--- src/source/mem_defines.svh ---
`ifndef MEM_DEFINES_SVH
`define MEM_DEFINES_SVH

// ram window
`define MEM_RAM_BASE             32'h8000_0000
`define MEM_RAM_WORDS            1024

// uart registers
`define MEM_UART_DATA_ADDR       32'h1000_0000
`define MEM_UART_STATUS_ADDR     32'h1000_0004   // bit 0 = tx_ready

// clint registers, 32-bit only
`define MEM_CLINT_MSIP_ADDR      32'h0200_0000
`define MEM_CLINT_MTIMECMP_ADDR  32'h0200_4000
`define MEM_CLINT_MTIME_ADDR     32'h0200_BFF8

// serial bit time in clk cycles
`define MEM_UART_CLKS_PER_BIT    8

`endif

--- src/source/mmio_pkg.sv ---
package mmio_pkg;

    // where a request lands after decode
    typedef enum logic [2:0] {
        reg_ram,
        reg_uart_data,
        reg_uart_status,
        reg_clint,
        reg_unmapped
    } region_e;

    // clint register select, only meaningful with reg_clint
    typedef enum logic [1:0] {
        clint_msip,
        clint_mtimecmp,
        clint_mtime
    } clint_reg_e;

endpackage

--- src/source/mem_access_pkg.sv ---
package mem_access_pkg;

    import mmio_pkg::*;

    // load codes are funct3; the pipeline also sends a store as its
    // funct3 (0..2) with write set, store members fill the spare codes
    typedef enum logic [2:0] {
        op_lb  = 3'b000,
        op_lh  = 3'b001,
        op_lw  = 3'b010,
        op_sb  = 3'b011,
        op_lbu = 3'b100,
        op_lhu = 3'b101,
        op_sh  = 3'b110,
        op_sw  = 3'b111
    } mem_op_e;

    typedef struct packed {
        mem_op_e     op;
        logic        write;
        logic [31:0] addr;
        logic [31:0] wdata;
    } mem_req_t;

    typedef struct packed {
        mem_req_t    req;
        region_e     region;
        logic [1:0]  offset;     // byte within word
        logic [9:0]  word_idx;   // ram word
        clint_reg_e  clint_sel;
    } mem_stage_t;

endpackage

--- src/source/clint_timer.sv ---
`timescale 1ns/1ps

module clint_timer (
    input  logic                       clk,
    input  logic                       rst,
    input  logic                       stage_valid_i,
    input  mem_access_pkg::mem_stage_t stage_i,
    output logic [31:0]                rdata_o,
    output logic                       mtip_o,
    output logic                       msip_o
);

    import mmio_pkg::*;

    logic [31:0] mtime;
    logic [31:0] mtimecmp;
    logic        msip_reg;
    logic        clint_wr;

    assign clint_wr = stage_valid_i && stage_i.req.write && (stage_i.region == reg_clint);

    always_ff @(posedge clk) begin
        if (rst) begin
            mtime    <= '0;
            mtimecmp <= '1;    // no timer irq until software arms it
            msip_reg <= 1'b0;
        end else begin
            mtime <= mtime + 32'd1;
            if (clint_wr) begin
                case (stage_i.clint_sel)
                    clint_msip:     msip_reg <= stage_i.req.wdata[0];
                    clint_mtimecmp: mtimecmp <= stage_i.req.wdata;
                    clint_mtime:    mtime    <= stage_i.req.wdata;
                    default:        msip_reg <= msip_reg;
                endcase
            end
        end
    end

    always_ff @(posedge clk) begin
        case (stage_i.clint_sel)
            clint_msip:     rdata_o <= {31'b0, msip_reg};
            clint_mtimecmp: rdata_o <= mtimecmp;
            clint_mtime:    rdata_o <= mtime;
            default:        rdata_o <= '0;
        endcase
    end

    assign mtip_o = (mtime >= mtimecmp);
    assign msip_o = msip_reg;

endmodule

--- config.mk ---
export PLATFORM = sky130hd
export DESIGN_NAME = clint_timer
export DESIGN_NICKNAME = d
export VERILOG_FILES = /design/src/source/mem_defines.svh /design/src/source/mmio_pkg.sv /design/src/source/mem_access_pkg.sv /design/src/source/clint_timer.sv
export SDC_FILE = /design/constraint.sdc
export NUM_CORES = 1
export LEC_CHECK = 0
export BUFFER_PORTS_ARGS = -buffer_cell sky130_fd_sc_hd__buf_4
export CAP_MARGIN = 20
export CORE_MARGIN = 2
export CORE_UTILIZATION = 50
export CTS_CLUSTER_DIAMETER = 60
export DETAILED_ROUTE_END_ITERATION = 8
export PLACE_DENSITY = 0.81
export RECOVER_POWER = 50
export SKIP_LAST_GASP = 1
export SLEW_MARGIN = 20
export SYNTH_ARGS = -nofsm -noshare
export SYNTH_HDL_FRONTEND = slang
export SYNTH_SLANG_ARGS = --single-unit
--- constraint.sdc ---
create_clock -name clk -period 2.5 [get_ports clk]
set_clock_uncertainty 0.05 [all_clocks]
set_input_delay 0.25 -clock clk [delete_from_list [all_inputs] [get_ports clk]]
set_output_delay 0.25 -clock clk [all_outputs]
set_load 0.01 [all_outputs]
Word level (Yosys, flattened, before mapping) --
Cells that the tools add are included.
Storage, ports and cells: register bits after elaboration 97, bits of input ports 88, output and inout bits 34, word-level logic and storage cells 17
Operators by class: add/sub/neg operators 1, $lt $le $gt $ge 1, equality and inequality tests 3, muxes and demuxes 3, reduce and logical (&&, ||, !) cells 5
Operators with widths (number):
- case mux 32 bit (3 select lines) | 1
- 2-to-1 mux 32 bit | 2
- adder 32 x 1 -> 32 bit (second input constant) | 1
- greater-or-equal comparator 32 bit | 1
- AND reduction 2 bit | 2
- == test 3 x 2 -> 1 bit (second input constant) | 1
- == test 2 x 1 -> 1 bit (second input constant) | 1
- == test 2 bit (second input constant) | 1
- logical AND 1 bit | 2
- logical NOT 2 bit | 1

Longest topological paths before layout --
depth after elaboration 3, mapped depth 7, depth with buffers taken out 7

Worst setup path after synthesis --
Ideal clock, no wire load.
kind reg2reg, start point register mtime[2], end point register mtime[31], library setup time 117 ps, arrival time 1947 ps, data required time 2333 ps, setup slack 386 ps, cell stages (with the launch flop) 8, path buffers 2, clock period less this slack 2114 ps, cell sequence dfxtp_1 > nand3_2 > or4_4 > buf_6 > or4_1 > buf_2 > mux2i_1 > nand2_1
On the way: cells in the longest elaborated chain, start to end 3
RTL lines:
- start: declaration | RTL line clint_timer.sv:15 | logic [31:0] mtime;
- start signal: assignment | RTL line clint_timer.sv:28 | mtime <= mtime + 32'd1;
- start signal: assignment | RTL line clint_timer.sv:33 | clint_mtime: mtime <= stage_i.req.wdata;
- adder 32 x 1 -> 32 bit (*) | RTL line clint_timer.sv:28
- 2-to-1 mux 32 bit | RTL line clint_timer.sv:30 | case (stage_i.clint_sel)
- 2-to-1 mux 32 bit (*) | RTL line clint_timer.sv:29 | if (clint_wr) begin
Mark *: on every way between the ends. The rest lies on a longest branch, timed or not. A chain may end at the register's enable or synchronous reset.

Worst setup path after layout --
start point register mtime[17], end point output port mtip_o
On the way: cells in the longest elaborated chain, start to end 1
RTL lines:
- greater-or-equal comparator 32 bit | RTL line clint_timer.sv:49 | assign mtip_o = (mtime >= mtimecmp);
- end: declaration | RTL line clint_timer.sv:9 | output logic mtip_o,
No other way between the ends.

==> impl_metrics.ini <==
[finish]
drive_gt1_share_pct = 17.7
area.growth.synth_to_final_pct = 19.1
nets = 710
seq_area_mm2 = 0.00196
final_area_mm2 = 0.00554
fin_util_pct = 60.8
multiInputGateArea_mm2 = 0.00249
fillerInstances = 808
antenna_cells = 0

[yosys]
synth-seq-cells = 97
synth_top_area_cell = dfxtp_1
synth_top_area_share_pct = 41.8
syn_area_mm2 = 0.00465
synth_area_leaders = dfxtp_1, ha_1, a22o_1, o211ai_1, a211oi_1
ys_warn_count = 0
synth_edf_count = 0
synth_fp_nets = 639
syn_inst = 518
ys_async_sr_fraction_pct = 0
synthTopCellsByCount = dfxtp_1, nand2_1, inv_1, nor2_1
ys_seq_area_share_pct = 41.8
synth_top_flop_cell = dfxtp_1
yosysUniqueCellTypes = 46
synth.most_common_cell = dfxtp_1
syn_area_per_cell_um2 = 8.97

[sta]
fin_crit_ns = 2.54
max_freq_ghz = 0.394
fin_ws_ns = -0.0392
hold_ws_ns = 0.0739
fin_crit_sh_pct = 102
finalSetupViolCount = 1
tightest_slew_ns = 1.72
slew_viol_final = 33
rsz0062_at_grt = true
relSlewSlack_pct = -14.6
hold_viol = 0

[grt]
antenna_found_initial = 0
grt_start_max_net_pins = 39
grt_first_pass_wirelength_mm = 19.1
grt_pass1_vias = 4094
grt_util_all_layers_pct = 23.8
globalRouteOverflowTotal = 0

[power_and_ir_drop]
clock_power_share_pct = 35.9
pwr_density_cell_mw_per_mm2 = 533
irDropWorstVdd_uv = 238
power_frac_comb_pct = 9.1
sw_frac_of_total_pct = 23.1
power_mw = 2.95
switching_power_mw = 0.681
leakage_nw = 2.40
seqPwrFrac_pct = 55.0
p_int_mw = 2.27

[placement]
post_dp_cell_area_mm2 = 0.00537
portBuffers = 74
place_congestion = 0.870
place_hpwl_mm = 7.83

[clocking]
clock-sinks = 97
cts_root_buffer = clkbuf_8
cts_max_level = 3
clkLatencyLatePin_ns = 0.36
holdBufCountCts = 0
clk_pin_slew_worst_paths_ns = 0.08
cts-buffers-inserted = 9
tritoncts = done
clockBufferDepth = 2

[drt]
drt_iter0_drc = 225
ant_nets = 0
wl_per_cell_um = 16.5
totalWireLength_mm = 11.6
viasPerCell = 5.87
vias = 4130
drc_errors = 0
first_pass_iters = 5

[worst_setup_path]
r2r_end = mtime[31]
worstReg2RegStart = mtime[4]
worstSetupPathType = reg -> out
crit_end = mtip_o
cp_common_cell = o21ai_1
start_kind = register
crit_fanout = 6
crit_slowest_cell = a221o_1
crit_chain = ha_4 -> a21oi_1 -> o21ai_1 -> a221o_1 -> a2111oi_2 -> o21ai_1 -> buf_4
worst_path_largest_cell_delay_ns = 0.39
critical_path.startpoint = mtime[17]
rrSetupSlack_ns = 0.25
arrival_ns = 2.24
cp.required_ns = 2.20
end_kind = output port
reg2reg_depth = 5

[die]
rows = 35
dieHeight_um = 100
core_mm2 = 0.00911
die_w_um = 100
io_pins = 122
dieArea_mm2 = 0.0101
start_util_pct = 51.0

[outcome]
violations = max-capacitance violations, max-slew violations, negative setup slack
status = complete, but fails checks

[run]
drv_cap = 1

[hold_path]
hold_path_class = in -> reg
-- cells in the final DEF, fill, tap and decap left out, drive strengths merged, types with 11 or more instances in the layout --
| cell | n |
|---|---|
| nor2 | 38 |
| xnor2 | 21 |
| ha | 33 |
| o211ai | 33 |
| nand4 | 15 |
| nand2 | 51 |
| a22o | 31 |
| clkbuf | 45 |
| a211oi | 26 |
| inv | 40 |
| buf | 60 |
| dfxtp | 97 |
| nor3 | 11 |
| a21oi | 11 |
| nand3 | 17 |
-- sequential cells by signal, indices dropped and copies added (netlist names) --
name and cells:
rdata_o 32, msip_o 1, mtime 32, mtimecmp 32
-- power groups by stage --
| stage | combinational [mW] | sequential, mW | clock, mW |
|---|---|---|---|
| final | 0.269 | 1.62 | 1.06 |
| after global routing | 0.294 | 1.63 | 1.14 |
| after CTS | 0.293 | 1.62 | 1.08 |
| after detailed placement | 0.288 | 1.66 | 0 |
| after global placement | 0.282 | 1.66 | 0 |
| after floorplan | 0.115 | 1.67 | 0 |
-- routing by layer --
| metal | vias up | global-route usage [%] | part of all wire [%] |
|---|---|---|---|
| li1 | 2010 | - | - |
| met4 | 0 | 12.2 | 2.8 |
| met5 | - | 0 | 0 |
| met2 | 129 | 40.2 | 49 |
| met1 | 1959 | 29.1 | 44 |
| met3 | 32 | 4.04 | 4.7 |
-- worst min path at each step --
stage / start / endpoint / depth (start not counted)
floorplan: stage_i[1] / rdata_o[0] / 1
global placement: mtimecmp[4] / rdata_o[4] / 1
detailed placement: mtimecmp[14] / rdata_o[14] / 1
CTS: stage_i[33] / mtimecmp[16] / 3
global route: stage_i[28] / mtimecmp[11] / 3
finish: stage_i[33] / mtimecmp[16] / 3
-- through the flow --
step	worst slack, ns	instances	TNS (ns)
after CTS	0.00156	703	0
after global placement	0.187	688	0
after floorplan	0.386	518	0
final	-0.0392	703	-0.0392
after global routing	-0.0583	703	-0.0583
after detailed placement	0.128	688	0
-- logic make-up (layout without fill, tap and decap cells) --
logic type,after synthesis,in the layout,synth area share (%)
simple gates,166,166,18.2
flops,97,97,41.8
fa+ha+maj,33,33,8.89
buf+inv,75,149,6.33
xor+xnor,25,25,4.71
compound gates,119,119,19.4
mux,3,3,0.646
-- final cells by class --
class / instances / share of cell area (%)
Tap cell: 111 / 2.51
Inverter: 40 / 2.71
Timing Repair Buffer: 95 / 10.8
Multi-Input combinational cell: 346 / 45.0
Clock buffer: 10 / 2.31
Clock inverter: 4 / 1.27
Sequential cell: 97 / 35.4
-- critical path: cells and delay by family, from the launching register on --
| family | cells | cell delay, ns |
|---|---|---|
| flops | 1 | 0.38 |
| buf+inv | 1 | 0.17 |
| fa+ha+maj | 1 | 0.24 |
| compound gates | 5 | 1.10 |
-- timing repair --
| action | 4_1_cts | 5_1_grt |
|---|---|---|
| resized for setup | 24 | 3 |
| endpoints found under the setup margin | 1 | 1 |
| buffers inserted | 1 | 0 |
| pin swaps | 8 | 1 |
Power figures use the tool's default switching activity.
