$ cat src/source/mem_defines.svh
`ifndef MEM_DEFINES_SVH
`define MEM_DEFINES_SVH

// ram window
`define MEM_RAM_BASE             32'h8000_0000
`define MEM_RAM_WORDS            1024

// uart registers
`define MEM_UART_DATA_ADDR       32'h1000_0000
`define MEM_UART_STATUS_ADDR     32'h1000_0004   // bit 0 = tx_ready

// clint registers, 32-bit only
`define MEM_CLINT_MSIP_ADDR      32'h0200_0000
`define MEM_CLINT_MTIMECMP_ADDR  32'h0200_4000
`define MEM_CLINT_MTIME_ADDR     32'h0200_BFF8

// serial bit time in clk cycles
`define MEM_UART_CLKS_PER_BIT    8

`endif

$ cat src/source/mmio_pkg.sv
package mmio_pkg;

    // where a request lands after decode
    typedef enum logic [2:0] {
        reg_ram,
        reg_uart_data,
        reg_uart_status,
        reg_clint,
        reg_unmapped
    } region_e;

    // clint register select, only meaningful with reg_clint
    typedef enum logic [1:0] {
        clint_msip,
        clint_mtimecmp,
        clint_mtime
    } clint_reg_e;

endpackage

$ cat src/source/mem_access_pkg.sv
package mem_access_pkg;

    import mmio_pkg::*;

    // load codes are funct3; the pipeline also sends a store as its
    // funct3 (0..2) with write set, store members fill the spare codes
    typedef enum logic [2:0] {
        op_lb  = 3'b000,
        op_lh  = 3'b001,
        op_lw  = 3'b010,
        op_sb  = 3'b011,
        op_lbu = 3'b100,
        op_lhu = 3'b101,
        op_sh  = 3'b110,
        op_sw  = 3'b111
    } mem_op_e;

    typedef struct packed {
        mem_op_e     op;
        logic        write;
        logic [31:0] addr;
        logic [31:0] wdata;
    } mem_req_t;

    typedef struct packed {
        mem_req_t    req;
        region_e     region;
        logic [1:0]  offset;     // byte within word
        logic [9:0]  word_idx;   // ram word
        clint_reg_e  clint_sel;
    } mem_stage_t;

endpackage

$ cat src/source/load_align.sv
`timescale 1ns/1ps

module load_align (
    input  logic                       clk,
    input  logic                       rst,
    input  logic                       stage_valid_i,
    input  mem_access_pkg::mem_stage_t stage_i,
    input  logic [31:0]                ram_word_i,
    input  logic [31:0]                clint_word_i,
    input  logic                       tx_ready_i,
    output logic                       rsp_valid_o,
    output logic [31:0]                rsp_rdata_o
);

    import mem_access_pkg::*;
    import mmio_pkg::*;

    logic        stage_valid_q;
    mem_stage_t  stage_q;   // lines up with the registered ram and clint words
    logic [31:0] src_word;
    logic [31:0] shifted;
    logic [31:0] aligned;

    always_comb begin
        case (stage_q.region)
            reg_ram:         src_word = ram_word_i;
            reg_clint:       src_word = clint_word_i;
            reg_uart_status: src_word = {31'b0, tx_ready_i};
            default:         src_word = '0;   // no receiver behind the data reg
        endcase
        shifted = src_word >> {stage_q.offset, 3'b000};
        aligned = '0;
        if (!stage_q.req.write) begin
            case (stage_q.req.op)
                op_lb:  aligned = {{24{shifted[7]}}, shifted[7:0]};
                op_lbu: aligned = {24'b0, shifted[7:0]};
                op_lh:  if (stage_q.offset != 2'd3) aligned = {{16{shifted[15]}}, shifted[15:0]};
                op_lhu: if (stage_q.offset != 2'd3) aligned = {16'b0, shifted[15:0]};
                op_lw:  aligned = src_word;
                default: aligned = '0;
            endcase
        end
    end

    always_ff @(posedge clk) begin
        if (rst) begin
            stage_valid_q <= 1'b0;
            rsp_valid_o   <= 1'b0;
        end else begin
            stage_valid_q <= stage_valid_i;
            rsp_valid_o   <= stage_valid_q;
        end
    end

    always_ff @(posedge clk) begin
        stage_q     <= stage_i;
        rsp_rdata_o <= aligned;   // stores come back as zero
    end

endmodule

$ cat config.mk
export PLATFORM = sky130hd
export DESIGN_NAME = load_align
export DESIGN_NICKNAME = d
export VERILOG_FILES = /design/src/source/mem_defines.svh /design/src/source/mmio_pkg.sv /design/src/source/mem_access_pkg.sv /design/src/source/load_align.sv
export SDC_FILE = /design/constraint.sdc
export NUM_CORES = 1
export LEC_CHECK = 0
export ABC_AREA = 1
export BUFFER_PORTS_ARGS = -buffer_cell sky130_fd_sc_hd__buf_2
export CAP_MARGIN = 20
export CELL_PAD_IN_SITES_DETAIL_PLACEMENT = 1
export CELL_PAD_IN_SITES_GLOBAL_PLACEMENT = 1
export CORE_MARGIN = 2
export CORE_UTILIZATION = 26
export CTS_BUF_LIST = sky130_fd_sc_hd__clkbuf_4
export CTS_CLUSTER_SIZE = 40
export DETAILED_ROUTE_END_ITERATION = 6
export PLACE_DENSITY_LB_ADDON = 0.1
export SLEW_MARGIN = 20
export SYNTH_ARGS = -nofsm -noshare
export SYNTH_HDL_FRONTEND = slang
export SYNTH_SLANG_ARGS = --single-unit
$ cat constraint.sdc
create_clock -name clk -period 2.1 [get_ports clk]
set_input_delay 0.315 -clock clk [delete_from_list [all_inputs] [get_ports clk]]
set_output_delay 0.315 -clock clk [all_outputs]
set_load 0.03 [all_outputs]
======== After elaboration in Yosys (flattened, before gate mapping) ========
Index checks and enable logic that the tools add are counted.
word-level totals
  bits in registers ....................... 43
  bits in latches ......................... 0
  RAM bits ................................ 0
  ROM bits ................................ 0
  input bits .............................. 153
  output and inout port bits .............. 33
  logic and storage cells ................. 21
  memories ................................ 0
cells by class
  $add $sub $neg .......................... 0
  multipliers ............................. 0
  divide/modulo/power cells ............... 0
  $lt $le $gt $ge ......................... 0
  equality and inequality tests ........... 7
  shift operators ......................... 1
  mux-type cells .......................... 4
  bitwise operators ....................... 0
  reductions and logical operators ........ 2
operators by type and width
  kind                count
  $pmux 32 s5         1
  $pmux 32 s3         1
  $mux 32             1
  $shr 32x5->16       1
  $mux 16             1
  $eq 3x2->1 const B  3
  $eq 3x3->1 const B  2
  $logic_not 3->1     2
  $eq 3x1->1 const B  1
  $ne 2x2->1 const B  1

======== Longest topological paths before layout ========
  depth after elaboration ................. 5
  depth in mapped cells ................... 12
  depth with buffers taken out ............ 10

======== Worst setup path before layout ========
No wires, ideal clock.
  path type ............................... register to register
  start ................................... reg stage_q[15] (netlist name)
  end ..................................... reg rsp_rdata_o[16]
  arrival ................................. 1.414 ns
  data required time ...................... 2.043 ns
  setup slack ............................. 0.630 ns
  cell stages (with the launch flop) ...... 13
  buffers on the path ..................... 3
  period minus slack after synthesis ...... 1.470 ns
  cells stage by stage .................... dfxtp_1 buf_2 inv_1 buf_4 nand3_1 nand3_1 nand2_1 nor2_2 nand2_4 buf_6 nand3_1 nand2_1 inv_1
on the way
  cells in the longest elaborated chain, start to end .. 5
RTL lines
  what                                           RTL line          text
  start, declared                                load_align.sv:19  mem_stage_t stage_q;
  start signal, assigned                         load_align.sv:56  stage_q <= stage_i;
  $eq 3x2->1 or $logic_not 3->1 (tied branches)  load_align.sv:25  case (stage_q.region)
  $pmux 32 s3 *                                  load_align.sv:25
  $shr 32x5->16                                  load_align.sv:31  shifted = src_word >> {stage_q.offset, 3'b000};
  $mux 32                                        load_align.sv:37  op_lh: if (stage_q.offset != 2'd3) aligned = {{16{shifted[15]}}, shifted[15:0]};
  $pmux 32 s5 *                                  load_align.sv:34  case (stage_q.req.op)
  end signal, assigned                           load_align.sv:57  rsp_rdata_o <= aligned;
  end, declared                                  load_align.sv:12  output logic [31:0] rsp_rdata_o
Mark *: on every way between the ends. The rest lies on a longest branch, timed or not.
A chain may end at the register's enable or synchronous reset.

======== Worst setup path after layout ========
  start ................................... reg stage_q[12] (netlist name)
  end ..................................... reg rsp_rdata_o[14]
on the way
  cells in the longest elaborated chain, start to end .. 3
RTL lines
  what                                         RTL line
  $shr 32x5->16 or $ne 2x2->1 (tied branches)  load_align.sv:31, load_align.sv:37, load_align.sv:38
  $mux 16 or $mux 32 (tied branches)           load_align.sv:38, load_align.sv:37
  $pmux 32 s5 *                                load_align.sv:34
Marks and branches as above.

==> results_dict.tcl <==
set metrics [dict create \
    post-dp-hpwl_microns 7350 \
    ys_types 25 \
    root_buffer "clkbuf_4" \
    status "complete, no violations" \
    drt_iter0_markers 82 \
    fill_cells 1264 \
    placed_area_sq_um 3140 \
    fmax_mhz 552 \
    synth_area_sq_um 2440 \
    rows 35 \
    cts_tree "built" \
    cts-htree-levels 2 \
    yosys_warnings 0 \
    hold_class "input port to register" \
    wl_per_cell_microns 14.7 \
    die_x_microns 101 \
    pre_cts_ws_ns 0.278 \
    p_leak_nw 1.92 \
    power.share.sequential 0.444 \
    switching_share 0.292 \
    drive_gt1_frac 0.283 \
    dieArea_sq_um 10200 \
    drv_slew 0 \
    setup_ws_ns 0.288 \
    tightestPinTransition_ns 0.395 \
    period_needed_ns 1.81 \
    required_ns 2.35 \
    ant_nets 0 \
    crit_path_max_fanout 19 \
    pwr-share-clk 0.347 \
    clkLatencyLatePin_ns 0.38 \
    core_area_sq_um 9200 \
    synth_cells 400 \
    num_io_pins 186 \
    place.port_buffers 109 \
    drcViolationCount 0 \
    clock_path_buffers 2 \
    grt_use_total 0.193 \
    worstSetupStartpointType "register" \
    fin_area_sq_um 3290 \
    synth_top_area_cell "dfxtp_1" \
    die_h_microns 101 \
    grt_overflow_total 0 \
    finalSetupTns_ns 0 \
    power.switching_mw 0.574 \
    gp_congestion 0.834 \
    p_int_mw 1.39 \
    setup_violations 0 \
    p_per_area_nw_per_um2 597 \
    drv_cap 0 \
    p_comb_frac 0.209 \
    antenna_cells 0 \
    cts_inserted_buffers 5 \
    clock_sinks 43 \
    final_nets 672 \
    syn-num-nets 553 \
    post_cts_buffers 0 \
    grt_pass1_wl_microns 15200 \
    synth_top_area_frac 0.352 \
    final-hold-violation-count 0 \
    start_util 0.266 \
    num_vias 2907 \
    ys_ff_latch 43 \
    crit_path_end_kind "register" \
    avgSynthCellArea_sq_um 6.11 \
    fin_crit_sh 0.863 \
    wirelength_microns 9310 \
    peakVddDrop_mv 0.353 \
    firstDrtPassIters 5 \
    skew_ns 0.0349 \
    slew_headroom 0.735 \
    ys_top_cells_by_area "dfxtp_1, nand2_1, nand3_1" \
    clk_pin_slew_ns 0.14 \
    via_per_inst 4.61 \
    antenna_found_initial 0 \
    critPathKind "register to register" \
    syn_to_final_growth_pct 34.7 \
    grt_pass1_vias 3114 \
    ys_seq_area_frac 0.352 \
    rsz0062_at_grt "false" \
    worst_ep_arrival_time_ns 2.07 \
    grt_max_degree 27 \
]
-- layout make-up --
class	instances	area (sq um)	share of cell area
inverters	39	146	0.0445
clock inverters	2	60.1	0.0183
multi-input cells	301	1330	0.405
well taps	111	139	0.0422
flip-flops and latches	43	861	0.262
repair buffers	129	706	0.215
clock buffers	6	45.0	0.0137
-- metrics by stage --
step | total power [mW] | instances | hold WS (ns) | util
after floorplan | 1.13 | 400 | 0.343 | -
after global placement | 1.29 | 619 | 0.394 | 0.342
after detailed placement | 1.30 | 619 | 0.416 | 0.342
after CTS | 2.00 | 627 | 0.0104 | 0.353
after global routing | 2.10 | 631 | 0.0132 | 0.358
final | 1.96 | 631 | 0.0516 | 0.358
-- final timing paths --
path / from / endpoint / slack (ns) / cells past startpoint
min: stage_i[12] / stage_q[12] / 0.05 / 1
min reg2reg: stage_valid_q / rsp_valid_o / 0.43 / 2
max reg2reg: stage_q[12] / rsp_rdata_o[14] / 0.29 / 9
max: stage_q[12] / rsp_rdata_o[14] / 0.29 / 9
-- cells in the final DEF (no fill, tap or decap), types with 5 or more instances in the layout --
master / n
a21oi_1: 11
o21ai_0: 6
nand3_1: 74
buf_2: 109
buf_4: 16
nor2_1: 35
inv_1: 34
nor2_2: 5
nand2_1: 151
dfxtp_1: 43
nand4_1: 6
clkbuf_4: 6
-- cell usage after synthesis --
library cell / n
o21ai_0: 6
nand4_1: 6
nand2_1: 151
clkbuf_1: 3
nor2_2: 5
inv_2: 3
clkinv_1: 2
o211ai_1: 4
a22o_1: 1
a21oi_1: 11
o21ai_1: 1
nor2_1: 35
nand3_1: 74
nor3_1: 1
buf_1: 1
nor3_2: 1
dfxtp_1: 43
buf_4: 4
buf_6: 2
nand2_2: 2
inv_1: 34
nor3_4: 1
buf_2: 7
nand2_4: 1
nor2_4: 1
-- registers in the layout (all words and copies together) (netlist names) --
| name | flops |
|---|---|
| rsp_rdata_o | 32 |
| rsp_valid_o | 1 |
| stage_q | 9 |
| stage_valid_q | 1 |
-- routing by layer --
metal  track usage  routed length (microns)  part of all wire
met4        0.0405                       87            0.0093
met5             0                        0                 0
met3        0.0277                      387             0.042
met2         0.357                     4630              0.50
met1         0.236                     4200              0.45
-- power groups by stage --
stage / clock network (mW) / logic, mW / registers (mW)
detailed placement: 0 / 0.410 / 0.892
global placement: 0 / 0.405 / 0.890
CTS: 0.719 / 0.411 / 0.874
finish: 0.682 / 0.410 / 0.873
floorplan: 0 / 0.193 / 0.933
global route: 0.759 / 0.462 / 0.878
-- critical path, stage by stage, from the launching register on --
cell     delay (ns)
dfxtp_1        0.56
nand2_2        0.09
inv_1          0.24
nand3_1        0.12
nand2_1        0.10
nor2_2         0.06
nand2_4        0.17
inv_2          0.12
nor2_1         0.17
nor2_1         0.06
-- cells by family after synthesis --
| family | count (synthesis) | share of synthesized area |
|---|---|---|
| AOI/OAI and AO/OA | 23 | 0.0528 |
| buffers and inverters | 56 | 0.102 |
| and+or+nand+nor | 278 | 0.493 |
| DFF | 43 | 0.352 |
-- repair_timing --
item | 4_1_cts | 5_1_grt
endpoints found under the hold margin | 0 | 4
hold buffers | 0 | 4
resized for setup | 0 | 0
Note: power is estimated with default switching activity, not from simulation.
