`config.mk`:
```
export PLATFORM = sky130hd
export DESIGN_NAME = uart_tx
export DESIGN_NICKNAME = d
export VERILOG_FILES = /design/src/source/mmio_pkg.sv /design/src/source/mem_access_pkg.sv /design/src/source/uart_tx.sv
export VERILOG_INCLUDE_DIRS = /design/src /design/src/source
export SDC_FILE = /design/constraint.sdc
export NUM_CORES = 1
export LEC_CHECK = 0
export ABC_AREA = 1
export ABC_CLOCK_PERIOD_IN_PS = 2100
export BUFFER_PORTS_ARGS = -buffer_cell sky130_fd_sc_hd__buf_2
export CORE_ASPECT_RATIO = 0.5
export CORE_UTILIZATION = 32
export DETAILED_ROUTE_END_ITERATION = 12
export GPL_TIMING_DRIVEN = 1
export PLACE_DENSITY = 0.77
export SYNTH_ARGS = -nofsm -noshare
export SYNTH_HDL_FRONTEND = slang
export SYNTH_SLANG_ARGS = --single-unit
```
`constraint.sdc`:
```
create_clock -name clk -period 2.1 [get_ports clk]
set_input_delay 0.21 -clock clk [delete_from_list [all_inputs] [get_ports clk]]
set_output_delay 0.21 -clock clk [all_outputs]
set_load 0.01 [all_outputs]
```
`src/source/mem_defines.svh`:
```
`ifndef MEM_DEFINES_SVH
`define MEM_DEFINES_SVH

// ram window
`define MEM_RAM_BASE             32'h8000_0000
`define MEM_RAM_WORDS            1024

// uart registers
`define MEM_UART_DATA_ADDR       32'h1000_0000
`define MEM_UART_STATUS_ADDR     32'h1000_0004   // bit 0 = tx_ready

// clint registers, 32-bit only
`define MEM_CLINT_MSIP_ADDR      32'h0200_0000
`define MEM_CLINT_MTIMECMP_ADDR  32'h0200_4000
`define MEM_CLINT_MTIME_ADDR     32'h0200_BFF8

// serial bit time in clk cycles
`define MEM_UART_CLKS_PER_BIT    8

`endif

```
`src/source/mmio_pkg.sv`:
```
package mmio_pkg;

    // where a request lands after decode
    typedef enum logic [2:0] {
        reg_ram,
        reg_uart_data,
        reg_uart_status,
        reg_clint,
        reg_unmapped
    } region_e;

    // clint register select, only meaningful with reg_clint
    typedef enum logic [1:0] {
        clint_msip,
        clint_mtimecmp,
        clint_mtime
    } clint_reg_e;

endpackage

```
`src/source/mem_access_pkg.sv`:
```
package mem_access_pkg;

    import mmio_pkg::*;

    // load codes are funct3; the pipeline also sends a store as its
    // funct3 (0..2) with write set, store members fill the spare codes
    typedef enum logic [2:0] {
        op_lb  = 3'b000,
        op_lh  = 3'b001,
        op_lw  = 3'b010,
        op_sb  = 3'b011,
        op_lbu = 3'b100,
        op_lhu = 3'b101,
        op_sh  = 3'b110,
        op_sw  = 3'b111
    } mem_op_e;

    typedef struct packed {
        mem_op_e     op;
        logic        write;
        logic [31:0] addr;
        logic [31:0] wdata;
    } mem_req_t;

    typedef struct packed {
        mem_req_t    req;
        region_e     region;
        logic [1:0]  offset;     // byte within word
        logic [9:0]  word_idx;   // ram word
        clint_reg_e  clint_sel;
    } mem_stage_t;

endpackage

```
`src/source/uart_tx.sv`:
```
`timescale 1ns/1ps
`include "mem_defines.svh"

module uart_tx (
    input  logic                       clk,
    input  logic                       rst,
    input  logic                       stage_valid_i,
    input  mem_access_pkg::mem_stage_t stage_i,
    output logic                       tx_ready_o,
    output logic                       tx_o
);

    import mmio_pkg::*;

    localparam int CPB    = `MEM_UART_CLKS_PER_BIT;
    localparam int BAUD_W = $clog2(CPB);

    typedef enum logic [1:0] {
        tx_idle,
        tx_start,
        tx_data,
        tx_stop
    } tx_state_e;

    tx_state_e         state;
    logic [BAUD_W-1:0] baud_cnt;
    logic [2:0]        bit_cnt;
    logic [7:0]        tx_shift;   // byte buffer, shifted out lsb first
    logic              bit_done;
    logic              load_byte;

    assign bit_done  = (baud_cnt == BAUD_W'(CPB - 1));
    // busy writes are lost
    assign load_byte = stage_valid_i && stage_i.req.write
                       && (stage_i.region == reg_uart_data) && (state == tx_idle);

    always_ff @(posedge clk) begin
        if (rst) begin
            state    <= tx_idle;
            baud_cnt <= '0;
            bit_cnt  <= '0;
        end else begin
            if (state == tx_idle || bit_done) begin
                baud_cnt <= '0;
            end else begin
                baud_cnt <= baud_cnt + 1'b1;
            end
            case (state)
                tx_idle:  if (load_byte) state <= tx_start;
                tx_start: if (bit_done) state <= tx_data;
                tx_data: begin
                    if (bit_done) begin
                        bit_cnt <= bit_cnt + 3'd1;   // wraps back to 0 after bit 7
                        if (bit_cnt == 3'd7) state <= tx_stop;
                    end
                end
                tx_stop:  if (bit_done) state <= tx_idle;
                default:  state <= tx_idle;
            endcase
        end
    end

    always_ff @(posedge clk) begin
        if (load_byte) begin
            tx_shift <= stage_i.req.wdata[7:0];
        end else if (state == tx_data && bit_done) begin
            tx_shift <= tx_shift >> 1;
        end
    end

    always_comb begin
        case (state)
            tx_start: tx_o = 1'b0;
            tx_data:  tx_o = tx_shift[0];
            default:  tx_o = 1'b1;   // idle and stop
        endcase
    end

    assign tx_ready_o = (state == tx_idle);

endmodule

```
# Yosys cells after proc, flatten, opt, wreduce, memory -nomap -nowiden
# Index checks and enable logic that the tools add are counted.
totals:
  ff_bits: 16
  out_inout_bits: 2
  inputBits: 88
op_classes:
  eq_ne: 11
  n_reduce_logical: 10
  add_sub_neg: 2
  muxes: 9
op_table:
  columns: ["operator", "n"]
  rows:
  - ["8-bit two-way mux", 2]
  - ["2-bit two-way mux", 5]
  - ["2-bit inequality test, second input constant", 4]
  - ["2-bit case mux with 4 select lines", 1]
  - ["3-bit by 1-bit adder with 3-bit output, second input constant", 2]
  - ["3-bit equality test, second input constant", 2]
  - ["5-bit AND reduction", 1]
  - ["2-bit equality test, second input constant", 2]
  - ["1-bit logical AND", 4]
  - ["3-bit by 1-bit equality test with 1-bit output, second input constant", 1]
  - ["2-bit by 1-bit equality test with 1-bit output, second input constant", 1]
  - ["2-bit zero test", 1]
  - ["2-bit by 1-bit inequality test with 1-bit output, second input constant", 1]
  - ["1-bit case mux with 2 select lines", 1]
  - ["2-bit AND reduction", 1]
  - ["2-bit nonzero test", 1]
  - ["2-bit OR reduction", 1]
  - ["1-bit logical OR", 1]

# Depth between registers and ports, before layout
depth:
  word_depth: 5
  depth_mapped: 9

# Least setup slack after synthesis
# OpenSTA, ideal clock, no wires.
synth_timing:
  kind: "flip-flop to flip-flop"
  startpoint: "reg state[0]"
  endpoint: "reg tx_shift[0] (enable)"
  path_stages_with_launch: 6
  setup_time_ns: 0.329
  slack_ns: 0.556
  synth_period_minus_slack_ns: 1.544
  arrival_ns: 1.215
  path_cell_list: "dfxtp_1 -> inv_1 -> ha_1 -> nand3_4 -> buf_6 -> nand2_1"
synth_between:
  elab_chain_len: 3
synth_rtl:
  columns: ["item", "line_no", "text"]
  rows:
  - ["start, declared", "uart_tx.sv:25", "tx_state_e state;"]
  - ["start signal, assigned", "uart_tx.sv:39", "state <= tx_idle;"]
  - ["start signal, assigned", "uart_tx.sv:49", "tx_idle: if (load_byte) state <= tx_start;"]
  - ["start signal, assigned", "uart_tx.sv:50", "tx_start: if (bit_done) state <= tx_data;"]
  - ["2-bit zero test", null, null]
  - ["via tx_ready_o", "uart_tx.sv:9", "output logic tx_ready_o,"]
  - ["1-bit logical AND", "uart_tx.sv:35", "&& (stage_i.region == reg_uart_data) && (state == tx_idle);"]
  - ["2-bit nonzero test (no source line)", null, null]
  - ["end signal, assigned", "uart_tx.sv:65", "tx_shift <= stage_i.req.wdata[7:0];"]
  - ["end signal, assigned", "uart_tx.sv:67", "tx_shift <= tx_shift >> 1;"]
  - ["end, declared", "uart_tx.sv:28", "logic [7:0] tx_shift;"]
# The timed path passes the listed nets, and every way through them passes these cells.
# A chain may end at the register's enable or synchronous reset.

# Final worst setup path
layout_timing:
  startpoint: "reg state[0]"
  endpoint: "reg tx_shift[6] (enable)"
layout_between:
  elab_chain_len: 3
layout_rtl:
  columns: ["item", "line_no"]
  rows:
  - ["2-bit equality test or 2-bit zero test (tied branches)", "uart_tx.sv:66, uart_tx.sv:35"]
  - ["1-bit logical AND, on equally long branches", "uart_tx.sv:66, uart_tx.sv:35"]
  - ["2-bit nonzero test (no source line) *", null]
# Mark *: on every way between the ends. The rest lies on a longest branch, timed or not.

==> impl_metrics.env <==
export IMPL_remaining_drc_errors=0
export IMPL_syn_nets=195
export IMPL_tightest_slew_ps=381
export IMPL_period_share_pct=74.4
export IMPL_ys_seq_area_share_pct=46.1
export IMPL_core_area_um2=2390
export IMPL_drt_iter0_markers=43
export IMPL_postSynthAreaPerCell_um2=8.86
export IMPL_vdd_drop_max_mv=0.248
export IMPL_path_class="flop to flop"
export IMPL_firstDrtPassIters=4
export IMPL_setup_tns_final_ps=0
export IMPL_grt_pass1_vias=552
export IMPL_crit_buf_inv=1
export IMPL_grt_use_met1_pct=12.4
export IMPL_yosysWarnings=0
export IMPL_slowest_stage="dfxtp_1"
export IMPL_critPathTopFamily="simple AND/OR/NAND/NOR gates"
export IMPL_hold_depth=2
export IMPL_worst_ep_required_time_ps=2010
export IMPL_slew_headroom_pct=74.5
export IMPL_cts_tree="built"
export IMPL_portBuffers=16
export IMPL_die_h_um=38.8
export IMPL_grt_busiest_layer="met2"
export IMPL_use_met3_pct=4.69
export IMPL_grt_max_degree=11
export IMPL_routed_via_density=4.15
export IMPL_maxCapViolations=0
export IMPL_rows=12
export IMPL_dpl_hpwl_um=1010
export IMPL_syn2layout_area_growth_pct=20.2
export IMPL_power_leakage_nw=0.513
export IMPL_grt_setup_unrepaired="no"
export IMPL_postCtsHoldBufs=0
export IMPL_use_met2_pct=17.2
export IMPL_die_w_um=75.7
export IMPL_max_freq_mhz=640
export IMPL_cts_setup_buffers=0
export IMPL_fp_dieArea_um2=2940
export IMPL_dr_total_vias=635
export IMPL_diodes=0
export IMPL_hold_viol_final=0
export IMPL_routabilityCongestion=0.752
export IMPL_yosysTopAreaCell="edfxtp_1"
export IMPL_syn_area_um2=868
export IMPL_ys_ff_latch=16
export IMPL_mostFrequentLayoutCells="nand2_1 (22), inv_1 (17), buf_2 (16)"
export IMPL_cts_root_buffer_cell="clkbuf_8"
export IMPL_cts_sinks=16
export IMPL_cts_resized=0
export IMPL_hp_start="rst"
export IMPL_pin_count=90
export IMPL_grt_first_pass_wirelength_um=2150
export IMPL_clockBufferDepth=2
export IMPL_start_util_pct=36.4
export IMPL_layout_nets=216
export IMPL_r2r_start="state[0]"
export IMPL_drtAntennaViolNets=0
export IMPL_overflow=0
export IMPL_cts_buffers=3
export IMPL_crit_path_max_fanout=8
export IMPL_place_area_um2=988
export IMPL_synth_top_area_share_pct=27.7
export IMPL_syn_inst=98
export IMPL_timing_final_max_slew_violations=0
export IMPL_htree_levels=1
export IMPL_max_stage_delay_ps=340
export IMPL_nFillCells=227
export IMPL_grt_use_total_pct=10.7
export IMPL_clock_skew_ps=4.21
export IMPL_setup_viol=0
export IMPL_path_cells="inv_1 > ha_1 > nand3_4 > nand2_1"
export IMPL_endpoint_kind="flop"
export IMPL_antenna_found_initial=0
export IMPL_finalCriticalPeriod_ps=1560
export IMPL_wl_per_cell_um=8.56
export IMPL_wl_um=1310
export IMPL_outcome="completed"
export IMPL_rrSetupSlack_ps=540
export IMPL_clk_pin_slew_ps=60
export IMPL_postLayoutCellArea_um2=1040
export IMPL_synth_distinct_cells=16
export IMPL_p_per_area_nw_per_um2=787
export IMPL_hold_path_class="input pin to flop"
export IMPL_clock_latency_ps=250
export IMPL_holdPathEnd="bit_cnt[0]"
export IMPL_startpoint_type="flop"
export IMPL_worstPathArrival_ps=1470
export IMPL_layout_commonest_cell="nand2_1"
export IMPL_ys_top_cells_by_area="edfxtp_1 (28%), dfxtp_1 (18%), ha_1 (13%)"
export IMPL_r2r_end="tx_shift[6]"
export IMPL_r2r_cells=4
export IMPL_drive_above_1_share_pct=29.7
==> worst reg2reg max path: stages, from the launching register on <==
cell     delay (ps)
dfxtp_1         340
inv_1           110
ha_1            300
nand3_4         150
nand2_1         330
==> power breakdown <==
group	switching, mW	internal (mW)	leakage, nW
clock network	0.104	0.166	0.0288
logic	0.112	0.0761	0.346
registers	0.0155	0.348	0.138
total	0.231	0.590	0.513
==> kinds of logic after synthesis <==
family	after synthesis	synth area share, %
AO/OA/AOI/OAI	12	9.94
XOR/XNOR	1	1.01
adder cells (fa/ha/maj)	9	13.0
buffers and inverters	19	9.08
flip-flops	16	46.1
AND/OR/NAND/NOR	41	20.9
==> cell usage after synthesis <==
| master | count |
|---|---|
| buf_6 | 1 |
| ha_1 | 9 |
| inv_1 | 17 |
| inv_2 | 1 |
| nand2_1 | 22 |
| nand3_1 | 1 |
| edfxtp_1 | 8 |
| nor2_1 | 12 |
| dfxtp_1 | 8 |
| o21ai_2 | 7 |
| nand3_4 | 1 |
| a21oi_1 | 2 |
| o21ai_0 | 3 |
| xor2_1 | 1 |
| nand2_2 | 1 |
| nor2_2 | 4 |
==> worst max path at each step <==
stage	startpoint	to	slack, ps	cells after the start
after floorplan	state[0]	tx_shift[0]	560	5
after global placement	state[0]	tx_shift[6]	570	4
after detailed placement	state[0]	tx_shift[6]	540	4
after CTS	state[0]	tx_shift[2]	540	4
after global routing	state[0]	tx_shift[7]	430	4
final	state[0]	tx_shift[6]	540	4
==> per-layer routing <==
metal	share of wire, %	wire length (µm)
met4	0.53	7
met1	48	625
met5	0	0
met3	3.5	46
met2	48	630
==> cell type report <==
| type | count | area (µm²) | area share [%] |
|---|---|---|---|
| Tap cell | 35 | 43.8 | 4.20 |
| Multi-Input combinational cell | 63 | 389 | 37.3 |
| Inverter | 18 | 67.6 | 6.47 |
| Sequential cell | 16 | 400 | 38.4 |
| Clock buffer | 4 | 55.1 | 5.28 |
| Timing Repair Buffer | 17 | 87.6 | 8.39 |
==> flip-flops by register name, summed over array words and instances (netlist names) <==
signal,count
bit_cnt,3
baud_cnt,3
state,2
tx_shift,8
==> through the flow <==
step	util [%]	instances	power (mW)	hold WS (ps)	setup slack [ps]
after floorplan	-	98	0.507	282	556
after global placement	41.4	149	0.552	382	569
after detailed placement	41.4	149	0.559	386	542
after CTS	43.7	153	0.828	120	537
after global routing	43.7	153	0.875	138	429
final	43.7	153	0.821	126	537
Note: power is estimated with default switching activity, not from simulation.
