[src/source/mem_defines.svh]
`ifndef MEM_DEFINES_SVH
`define MEM_DEFINES_SVH

// ram window
`define MEM_RAM_BASE             32'h8000_0000
`define MEM_RAM_WORDS            1024

// uart registers
`define MEM_UART_DATA_ADDR       32'h1000_0000
`define MEM_UART_STATUS_ADDR     32'h1000_0004   // bit 0 = tx_ready

// clint registers, 32-bit only
`define MEM_CLINT_MSIP_ADDR      32'h0200_0000
`define MEM_CLINT_MTIMECMP_ADDR  32'h0200_4000
`define MEM_CLINT_MTIME_ADDR     32'h0200_BFF8

// serial bit time in clk cycles
`define MEM_UART_CLKS_PER_BIT    8

`endif

[src/source/mmio_pkg.sv]
package mmio_pkg;

    // where a request lands after decode
    typedef enum logic [2:0] {
        reg_ram,
        reg_uart_data,
        reg_uart_status,
        reg_clint,
        reg_unmapped
    } region_e;

    // clint register select, only meaningful with reg_clint
    typedef enum logic [1:0] {
        clint_msip,
        clint_mtimecmp,
        clint_mtime
    } clint_reg_e;

endpackage

[src/source/mem_access_pkg.sv]
package mem_access_pkg;

    import mmio_pkg::*;

    // load codes are funct3; the pipeline also sends a store as its
    // funct3 (0..2) with write set, store members fill the spare codes
    typedef enum logic [2:0] {
        op_lb  = 3'b000,
        op_lh  = 3'b001,
        op_lw  = 3'b010,
        op_sb  = 3'b011,
        op_lbu = 3'b100,
        op_lhu = 3'b101,
        op_sh  = 3'b110,
        op_sw  = 3'b111
    } mem_op_e;

    typedef struct packed {
        mem_op_e     op;
        logic        write;
        logic [31:0] addr;
        logic [31:0] wdata;
    } mem_req_t;

    typedef struct packed {
        mem_req_t    req;
        region_e     region;
        logic [1:0]  offset;     // byte within word
        logic [9:0]  word_idx;   // ram word
        clint_reg_e  clint_sel;
    } mem_stage_t;

endpackage

[src/source/addr_decoder.sv]
`timescale 1ns/1ps
`include "mem_defines.svh"

module addr_decoder (
    input  logic                       clk,
    input  logic                       rst,
    input  logic                       req_valid_i,
    input  mem_access_pkg::mem_req_t   req_i,
    output logic                       stage_valid_o,
    output mem_access_pkg::mem_stage_t stage_o
);

    import mmio_pkg::*;

    localparam int IDX_W = $clog2(`MEM_RAM_WORDS);
    localparam logic [31:0] RAM_BYTES = 32'(`MEM_RAM_WORDS * 4);

    logic [31:0] ram_off;
    region_e     region;
    clint_reg_e  clint_sel;

    always_comb begin
        ram_off   = req_i.addr - `MEM_RAM_BASE;   // wraps below base, so one compare
        region    = reg_unmapped;
        clint_sel = clint_msip;
        if (ram_off < RAM_BYTES) begin
            region = reg_ram;
        end else begin
            case (req_i.addr)
                `MEM_UART_DATA_ADDR:      region = reg_uart_data;
                `MEM_UART_STATUS_ADDR:    region = reg_uart_status;
                `MEM_CLINT_MSIP_ADDR:     region = reg_clint;
                `MEM_CLINT_MTIMECMP_ADDR: begin
                    region    = reg_clint;
                    clint_sel = clint_mtimecmp;
                end
                `MEM_CLINT_MTIME_ADDR: begin
                    region    = reg_clint;
                    clint_sel = clint_mtime;
                end
                default:                  region = reg_unmapped;
            endcase
        end
    end

    always_ff @(posedge clk) begin
        if (rst) begin
            stage_valid_o <= 1'b0;
        end else begin
            stage_valid_o <= req_valid_i;
        end
    end

    always_ff @(posedge clk) begin
        stage_o.req       <= req_i;
        stage_o.region    <= region;
        stage_o.offset    <= req_i.addr[1:0];
        stage_o.word_idx  <= ram_off[IDX_W+1:2];
        stage_o.clint_sel <= clint_sel;
    end

endmodule

[config.mk]
export PLATFORM = sky130hd
export DESIGN_NAME = addr_decoder
export DESIGN_NICKNAME = d
export VERILOG_FILES = /design/src/source/mmio_pkg.sv /design/src/source/mem_access_pkg.sv /design/src/source/addr_decoder.sv
export VERILOG_INCLUDE_DIRS = /design/src /design/src/source
export SDC_FILE = /design/constraint.sdc
export NUM_CORES = 1
export LEC_CHECK = 0
export ABC_AREA = 1
export BUFFER_PORTS_ARGS = -buffer_cell sky130_fd_sc_hd__buf_2
export CORE_MARGIN = 4
export CORE_UTILIZATION = 41
export CTS_BUF_LIST = sky130_fd_sc_hd__clkbuf_4 sky130_fd_sc_hd__clkbuf_8 sky130_fd_sc_hd__clkbuf_16
export CTS_CLUSTER_DIAMETER = 200
export CTS_CLUSTER_SIZE = 16
export DETAILED_ROUTE_END_ITERATION = 10
export HOLD_SLACK_MARGIN = 0.15
export MAX_ROUTING_LAYER = met4
export PLACE_DENSITY_LB_ADDON = 0.05
export SLEW_MARGIN = 40
export SYNTH_ARGS = -nofsm -noshare
export SYNTH_HDL_FRONTEND = slang
export SYNTH_SLANG_ARGS = --single-unit
[constraint.sdc]
create_clock -name clk -period 1.64 [get_ports clk]
set_input_delay 0.328 -clock clk [delete_from_list [all_inputs] [get_ports clk]]
set_output_delay 0.328 -clock clk [all_outputs]
set_load 0.05 [all_outputs]
Word level (Yosys, flattened, before mapping)

Index checks and enable logic that the tools add are counted.

Bits in writable memories: 0
Bits in registers: 86
Bits in read-only memories: 0
Memories: 0
Bits in latches: 0

$mul: 0
Reductions and logical operators: 1
Bitwise gates (word level): 0
Equal/unequal tests: 5
Muxes and demuxes: 2
Add/subtract/negate cells: 1
$lt $le $gt $ge: 1
Shift operators: 0
Divide/modulo/power cells: 0

Operators by type and width:

| kind                   | number |
|---|---|
| $eq 32x26->1 const B   | 3 |
| $eq 32x29->1 const B   | 2 |
| $lt 32x13->1 const B   | 1 |
| $sub 32x32->32 const B | 1 |
| $pmux 3 s3             | 1 |
| $pmux 2 s2             | 1 |
| $reduce_or 3->1        | 1 |

Longest topological paths before layout

Gate-level depths: netlist of the first run.

Word-level depth: 3
Gate-level depth with buffers: 8

Worst setup path before layout of the first run

No wires, ideal clock.

Path type: reg-to-output
Start point: register, netlist name stage_o[12]
End point: output port stage_o[49] in the netlist's numbering
Cell stages (with the launch flop): 2
Required time: 1.312 ns
Slack: 0.418 ns
Data arrival time: 0.894 ns
Path through: dfxtp_1 -> buf_4

RTL lines:

| what          | line               | text |
|---|---|---|
| end, declared | addr_decoder.sv:10 | `output mem_access_pkg::mem_stage_t stage_o` |

Final worst setup path of the first run

Start point: input port req_i[40] in the netlist's numbering
End point: register stage_o[16] in the netlist's numbering

Word-level cells in the longest chain between the ends: 3

Ends and longest elaborated chain:

| what                                                                   | line              | text |
|---|---|---|
| start, declared                                                        | addr_decoder.sv:8 | `input mem_access_pkg::mem_req_t req_i,` |
| parallel branches: the longest is 3 deep, another holds $sub 32x32->32 | -                 |  |

Several ways; the timed one is not identified.
A chain may end at the register's enable or synchronous reset.

==> results of run 1 <==
## routing by layer
| layer | routed length, um | track usage |
|---|---|---|
| met5 | 0 | - |
| met1 | 2180 | 0.208 |
| met3 | 427 | 0.0568 |
| met2 | 3400 | 0.410 |
| met4 | 129 | 0.103 |
## cell type report
type	instances	share of cell area
sequential	74	0.409
timing repair buffer	225	0.406
multi-input combinational	65	0.0908
clock buffer	12	0.0421
inverter	22	0.0228
tap	54	0.0186
clock inverter	3	0.0110
## synthesized netlist by cell type
cell type,instances,area share
nand4_1,3,0.0095
nand2_1,23,0.044
nor3_2,3,0.015
nor3_1,1,0.0025
nand3b_1,2,0.0076
nor2_1,19,0.036
nand3_2,1,0.0050
inv_2,2,0.0038
nand2_2,4,0.013
nand3_1,1,0.0025
dfxtp_1,74,0.75
nor2_2,4,0.013
nor4_1,1,0.0032
nor2_4,2,0.011
o21ai_2,1,0.0044
buf_4,12,0.045
inv_1,20,0.038
## timing repair
| item | CTS | global route |
|---|---|---|
| hold endpoints to repair | 69 | 0 |
| setup endpoints to repair | 0 | 0 |
| hold buffers | 69 | 0 |
## power by group through the flow
stage	Clock, mW	Combinational (mW)	Sequential (mW)
finish	1.36	0.754	1.91
global route	1.47	0.790	1.92
CTS	1.40	0.748	1.91
detailed placement	0	0.618	1.95
global placement	0	0.612	1.95
floorplan	0	0.110	2.27
## state kept, by name, indices dropped and copies added (netlist names)
| name | count |
|---|---|
| stage_o | 73 |
| stage_valid_o | 1 |
## cells by family after synthesis
family / count (synthesis)
flops: 74
simple gates: 64
buf+inv: 34
compound gates: 1
## how the worst min path moves through the flow
| stage | start | end | slack [ns] | depth (start not counted) |
|---|---|---|---|---|
| 2_1_floorplan | req_i[42] | stage_o[10] | 0.36 | 0 |
| 3_3_place_gp | req_i[18] | stage_o[35] | 0.43 | 1 |
| 3_5_place_dp | req_i[18] | stage_o[35] | 0.43 | 1 |
| 4_1_cts | req_valid_i | stage_valid_o | 0.19 | 3 |
| 5_1_grt | req_valid_i | stage_valid_o | 0.20 | 3 |
| 6_report | req_valid_i | stage_valid_o | 0.21 | 3 |
## critical path, delay by kind of cell
kind | cells | cell delay [ns]
buf+inv | 3 | 0.73
simple gates | 6 | 0.67
## layout by cell type (no fill, tap or decap)
cell           count
nor4_1             1
o21ai_2            1
clkbuf_8          10
dlygate4sd3_1     69
nor3_2             3
inv_2              2
nand3b_1           2
nand2_2            4
buf_2            156
nand4_1            3
nor2_1            19
nand3_1            1
inv_1             20
nor2_2             4
nand3_2            1
clkbuf_4           2
clkinv_2           2
bufinv_16          1
nand2_1           23
dfxtp_1           74
nor3_1             1
nor2_4             2
## through the flow
stage	power (mW)	cell area (um2)	worst slack, ns	utilization
after floorplan	2.39	1980	0.418	-
final	4.02	3620	0.124	0.773
after global routing	4.18	3620	0.00803	0.773
after detailed placement	2.57	2740	0.328	0.584
after global placement	2.56	2740	0.391	0.584
after CTS	4.06	3620	0.129	0.773
==> impl_metrics.json, run 1 <==
{
  "syn_inst": 173,
  "critPathArrivalTime_ns": 1.74,
  "criticalPathCategory": "in -> reg",
  "synth_compound_area_frac": 0.00442,
  "outcome": "finished, final reports clean",
  "wl_per_cell_um": 13.5,
  "io_pins": 157,
  "clkPwrFrac": 0.338,
  "start_util": 0.423,
  "period_share": 0.924,
  "cts_setup_buffers": 0,
  "synth_fa_ha_area_frac": 0,
  "placementRows": 25,
  "htreeDepth": 3,
  "ctsRootBufferMaster": "clkbuf_8",
  "drtIter0Drc": 45,
  "path_common_cell": "nand2_1",
  "min_path_type": "in -> reg",
  "end_kind": "flop",
  "grt_setup_unrepaired": "false",
  "drc": 0,
  "power_leakage_nw": 1.85,
  "pwr-share-seq": 0.475,
  "critical_path_peak_fanout": 3,
  "synth_area_um2": 1980,
  "cp_cell_sequence": "dlygate4sd3_1, buf_2, inv_1, nand2_1, nor2_1, nand2_1, nand3b_1, nand2_1, nor2_2",
  "seq_area_um2": 1480,
  "p_int_mw": 2.90,
  "slew_headroom": 0.826,
  "power_switching_mw": 1.12,
  "viasPerCell": 4.26,
  "diodes": 0,
  "swShare": 0.279,
  "synth_top_family_by_area": "simple AND/OR/NAND/NOR gates",
  "final_layout_size_suffix_gt1_frac": 0.469,
  "clock-sinks": 74,
  "clkTransAtPathRegs_ns": 0.07,
  "post-route-min-period_ns": 1.52,
  "synthXorXnorAreaFrac": 0,
  "synth_cell_types": 17,
  "first_global_vias": 1995,
  "whs_ns": 0.206,
  "ir_drop_uv": 644,
  "antenna_found_initial": 0,
  "seq_area_frac_synth": 0.747,
  "yosys_register_bits": 74,
  "critPathMaxStageDelay_ns": 0.54,
  "antenna_left": 0,
  "port_buffers": 156,
  "report.final.slew_viol_count": 0,
  "endpoint": "stage_o[16]",
  "synth_nets": 244,
  "setup_tns_ns": 0,
  "yosys.area_share.simple": 0.162,
  "hold_viol": 0,
  "ctsResizeCount": 0,
  "die_h_um": 77.6,
  "worstMarginPinSlew_ns": 0.258,
  "dp_cells": 371,
  "yosys_warnings": 0,
  "synth_mux_area_frac": 0,
  "nNetsFinal": 468,
  "drt_pass1_iterations": 4,
  "die_x_um": 77.6,
  "grt_pass1_wl_mm": 9.66,
  "track_usage": 0.219,
  "drv_cap": 0,
  "core_area_um2": 4690,
  "setup_violations": 0,
  "powerDensity_nw_per_um2": 1110,
  "power_frac_comb": 0.187,
  "vias": 1937,
  "hpwl_mm": 3.85,
  "cp_slowest_cell": "dlygate4sd3_1",
  "drt_wl_total_mm": 6.14,
  "crit_path_start": "req_i[40]",
  "num-fill-cells": 330,
  "multiInputGateArea_um2": 329,
  "die_area_um2": 6010,
  "cts_tree": "built",
  "crit_required_ns": 1.87,
  "cts_buffers": 9,
  "critPathLaunchType": "input port",
  "grt_max_degree": 12,
  "avgSynthCellArea_um2": 11.5,
  "area_growth_pct": 82.8,
  "stdcell_count": 455,
  "clock_path_buffers": 2,
  "grt_overflow": 0,
  "place.gp.congestion": 0.748,
  "fmax_ghz": 0.660
}
Power figures use the tool's default switching activity.
==> run 2: changes to the inputs <==
--- a/config.mk
+++ b/config.mk
@@ -9,7 +9,7 @@
 export ABC_AREA = 1
 export BUFFER_PORTS_ARGS = -buffer_cell sky130_fd_sc_hd__buf_2
 export CORE_MARGIN = 4
-export CORE_UTILIZATION = 41
+export CORE_UTILIZATION = 34
 export CTS_BUF_LIST = sky130_fd_sc_hd__clkbuf_4 sky130_fd_sc_hd__clkbuf_8 sky130_fd_sc_hd__clkbuf_16
 export CTS_CLUSTER_DIAMETER = 200
 export CTS_CLUSTER_SIZE = 16
==> constraint.sdc (replaced) <==
create_clock -name clk -period 1.3 [get_ports clk]
set_input_delay 0.26 -clock clk [delete_from_list [all_inputs] [get_ports clk]]
set_output_delay 0.26 -clock clk [all_outputs]
set_load 0.05 [all_outputs]
==> impl_metrics.json, run 2 (synthesis gave the netlist of run 1 again) <==
{
  "outcome": "finished, final reports clean",
  "largest_reg_flops": 73,
  "wl_per_cell_um": 11.8,
  "die_x_um": 84.4,
  "crit_required_ns": 1.53,
  "first_global_vias": 1916,
  "viasPerCell": 3.91,
  "vias": 1843,
  "period_share": 0.955,
  "start_util": 0.356,
  "powerDensity_nw_per_um2": 1440,
  "place_area_um2": 2760,
  "nNetsFinal": 466,
  "grt_max_degree": 13,
  "ir_drop_uv": 702,
  "setup_violations": 0,
  "diodes": 0,
  "final_layout_size_suffix_gt1_frac": 0.471,
  "place.gp.congestion": 0.755,
  "drt_wl_total_mm": 5.56,
  "placementRows": 27,
  "core_area_um2": 5570,
  "final_cell_mix": "buf_2 (153), dfxtp_1 (74), dlygate4sd3_1 (69), nand2_1 (23), inv_1 (20)",
  "dp_cells": 389,
  "ctsRootBufferMaster": "clkbuf_8",
  "track_usage": 0.167,
  "top_regs": "stage_o (73), stage_valid_o (1)",
  "p_total_mw": 5.31,
  "stdcell_count": 471,
  "min_path_type": "in -> reg",
  "power_leakage_nw": 1.86,
  "io_pins": 157,
  "fin_area_um2": 3690,
  "antenna_found_initial": 0,
  "grt_pass1_wl_mm": 9.09,
  "clock_path_buffers": 2,
  "clock-sinks": 74,
  "grt_setup_unrepaired": "false",
  "fmax_ghz": 0.805,
  "clkTransAtPathRegs_ns": 0.07,
  "top_register": "stage_o",
  "hold_viol": 0,
  "hpwl_mm": 3.86,
  "gr-max-usage-layer": "met2",
  "cts_tree": "built",
  "drt_pass1_iterations": 2,
  "worstMarginPinSlew_ns": 0.272,
  "report.final.slew_viol_count": 0,
  "drc": 0,
  "use_met1": 0.179,
  "grt_overflow": 0,
  "grt_use_met2": 0.288,
  "final_common_cell": "buf_2",
  "critPathArrivalTime_ns": 1.47,
  "end_kind": "flop",
  "cts_buffers": 9,
  "cts_setup_buffers": 0,
  "critPathLaunchType": "input port",
  "grt_use_met3": 0.0422,
  "htreeDepth": 3,
  "drtIter0Drc": 19,
  "area_growth_pct": 86.1,
  "setup_tns_ns": 0,
  "drv_cap": 0,
  "die_h_um": 84.4,
  "die_area_um2": 7120,
  "criticalPathCategory": "in -> reg",
  "slew_headroom": 0.820,
  "antenna_left": 0,
  "post-route-min-period_ns": 1.24,
  "critical_path_peak_fanout": 4,
  "port_buffers": 156
}
## run 2: cell types whose count changed in the layout (fill, tap and decap cells not counted)
cell	change
buf_2	-3
bufinv_16	+1
clkbuf_4	-2
clkbuf_8	+1
clkinv_2	-2
clkinvlp_4	+2
dlymetal6s4s_1	+1
nor2_1	-2
nor2_2	+2
nor4_1	-1
nor4_2	+1
## run 2: layout make-up
class                      instances  area (um2)
timing repair buffer             223        1470
fill                             431        1880
clock inverter                     4        75.1
sequential                        74        1480
multi-input combinational         65         340
clock buffer                      11         151
inverter                          22        82.6
tap                               72        90.1
## run 2: repair_timing
item                       4_1_cts  5_1_grt
hold buffers                    70        1
hold endpoints to repair        69        1
setup endpoints to repair        0        5
resized for setup                0        4
## run 2: metrics by stage
stage / hold slack (ns) / util / setup slack (ns)
after floorplan: 0.288 / - / 0.146
after global placement: 0.362 / 0.496 / 0.0937
after detailed placement: 0.364 / 0.496 / 0.0587
after CTS: 0.276 / 0.662 / 0.00905
after global routing: 0.217 / 0.662 / 0.0248
final: 0.195 / 0.662 / 0.0584
## run 2: final timing paths
check	start	to	cells after the start
setup / recovery	req_i[60]	stage_o[16]	7
hold / removal	req_i[57]	stage_o[74]	1
## run 2: critical path, cell delays in order
cell           delay (ns)
dlygate4sd3_1        0.61
nor2_1               0.11
nand4_1              0.13
nor2_4               0.16
o21ai_2              0.09
nand3_2              0.08
nor2_2               0.03
## run 2: metal layers
layer | part of all wire | up-vias
met5 | 0 | -
li1 | - | 950
met1 | 0.41 | 794
met3 | 0.075 | 9
met4 | 0.019 | 0
met2 | 0.50 | 90
## run 2: power by group
group	total, mW	leakage (nW)	switching (mW)	internal (mW)
clock	1.96	0.108	0.786	1.17
combinational	0.943	1.13	0.628	0.314
sequential	2.41	0.622	0.0289	2.38
total	5.31	1.86	1.44	3.87
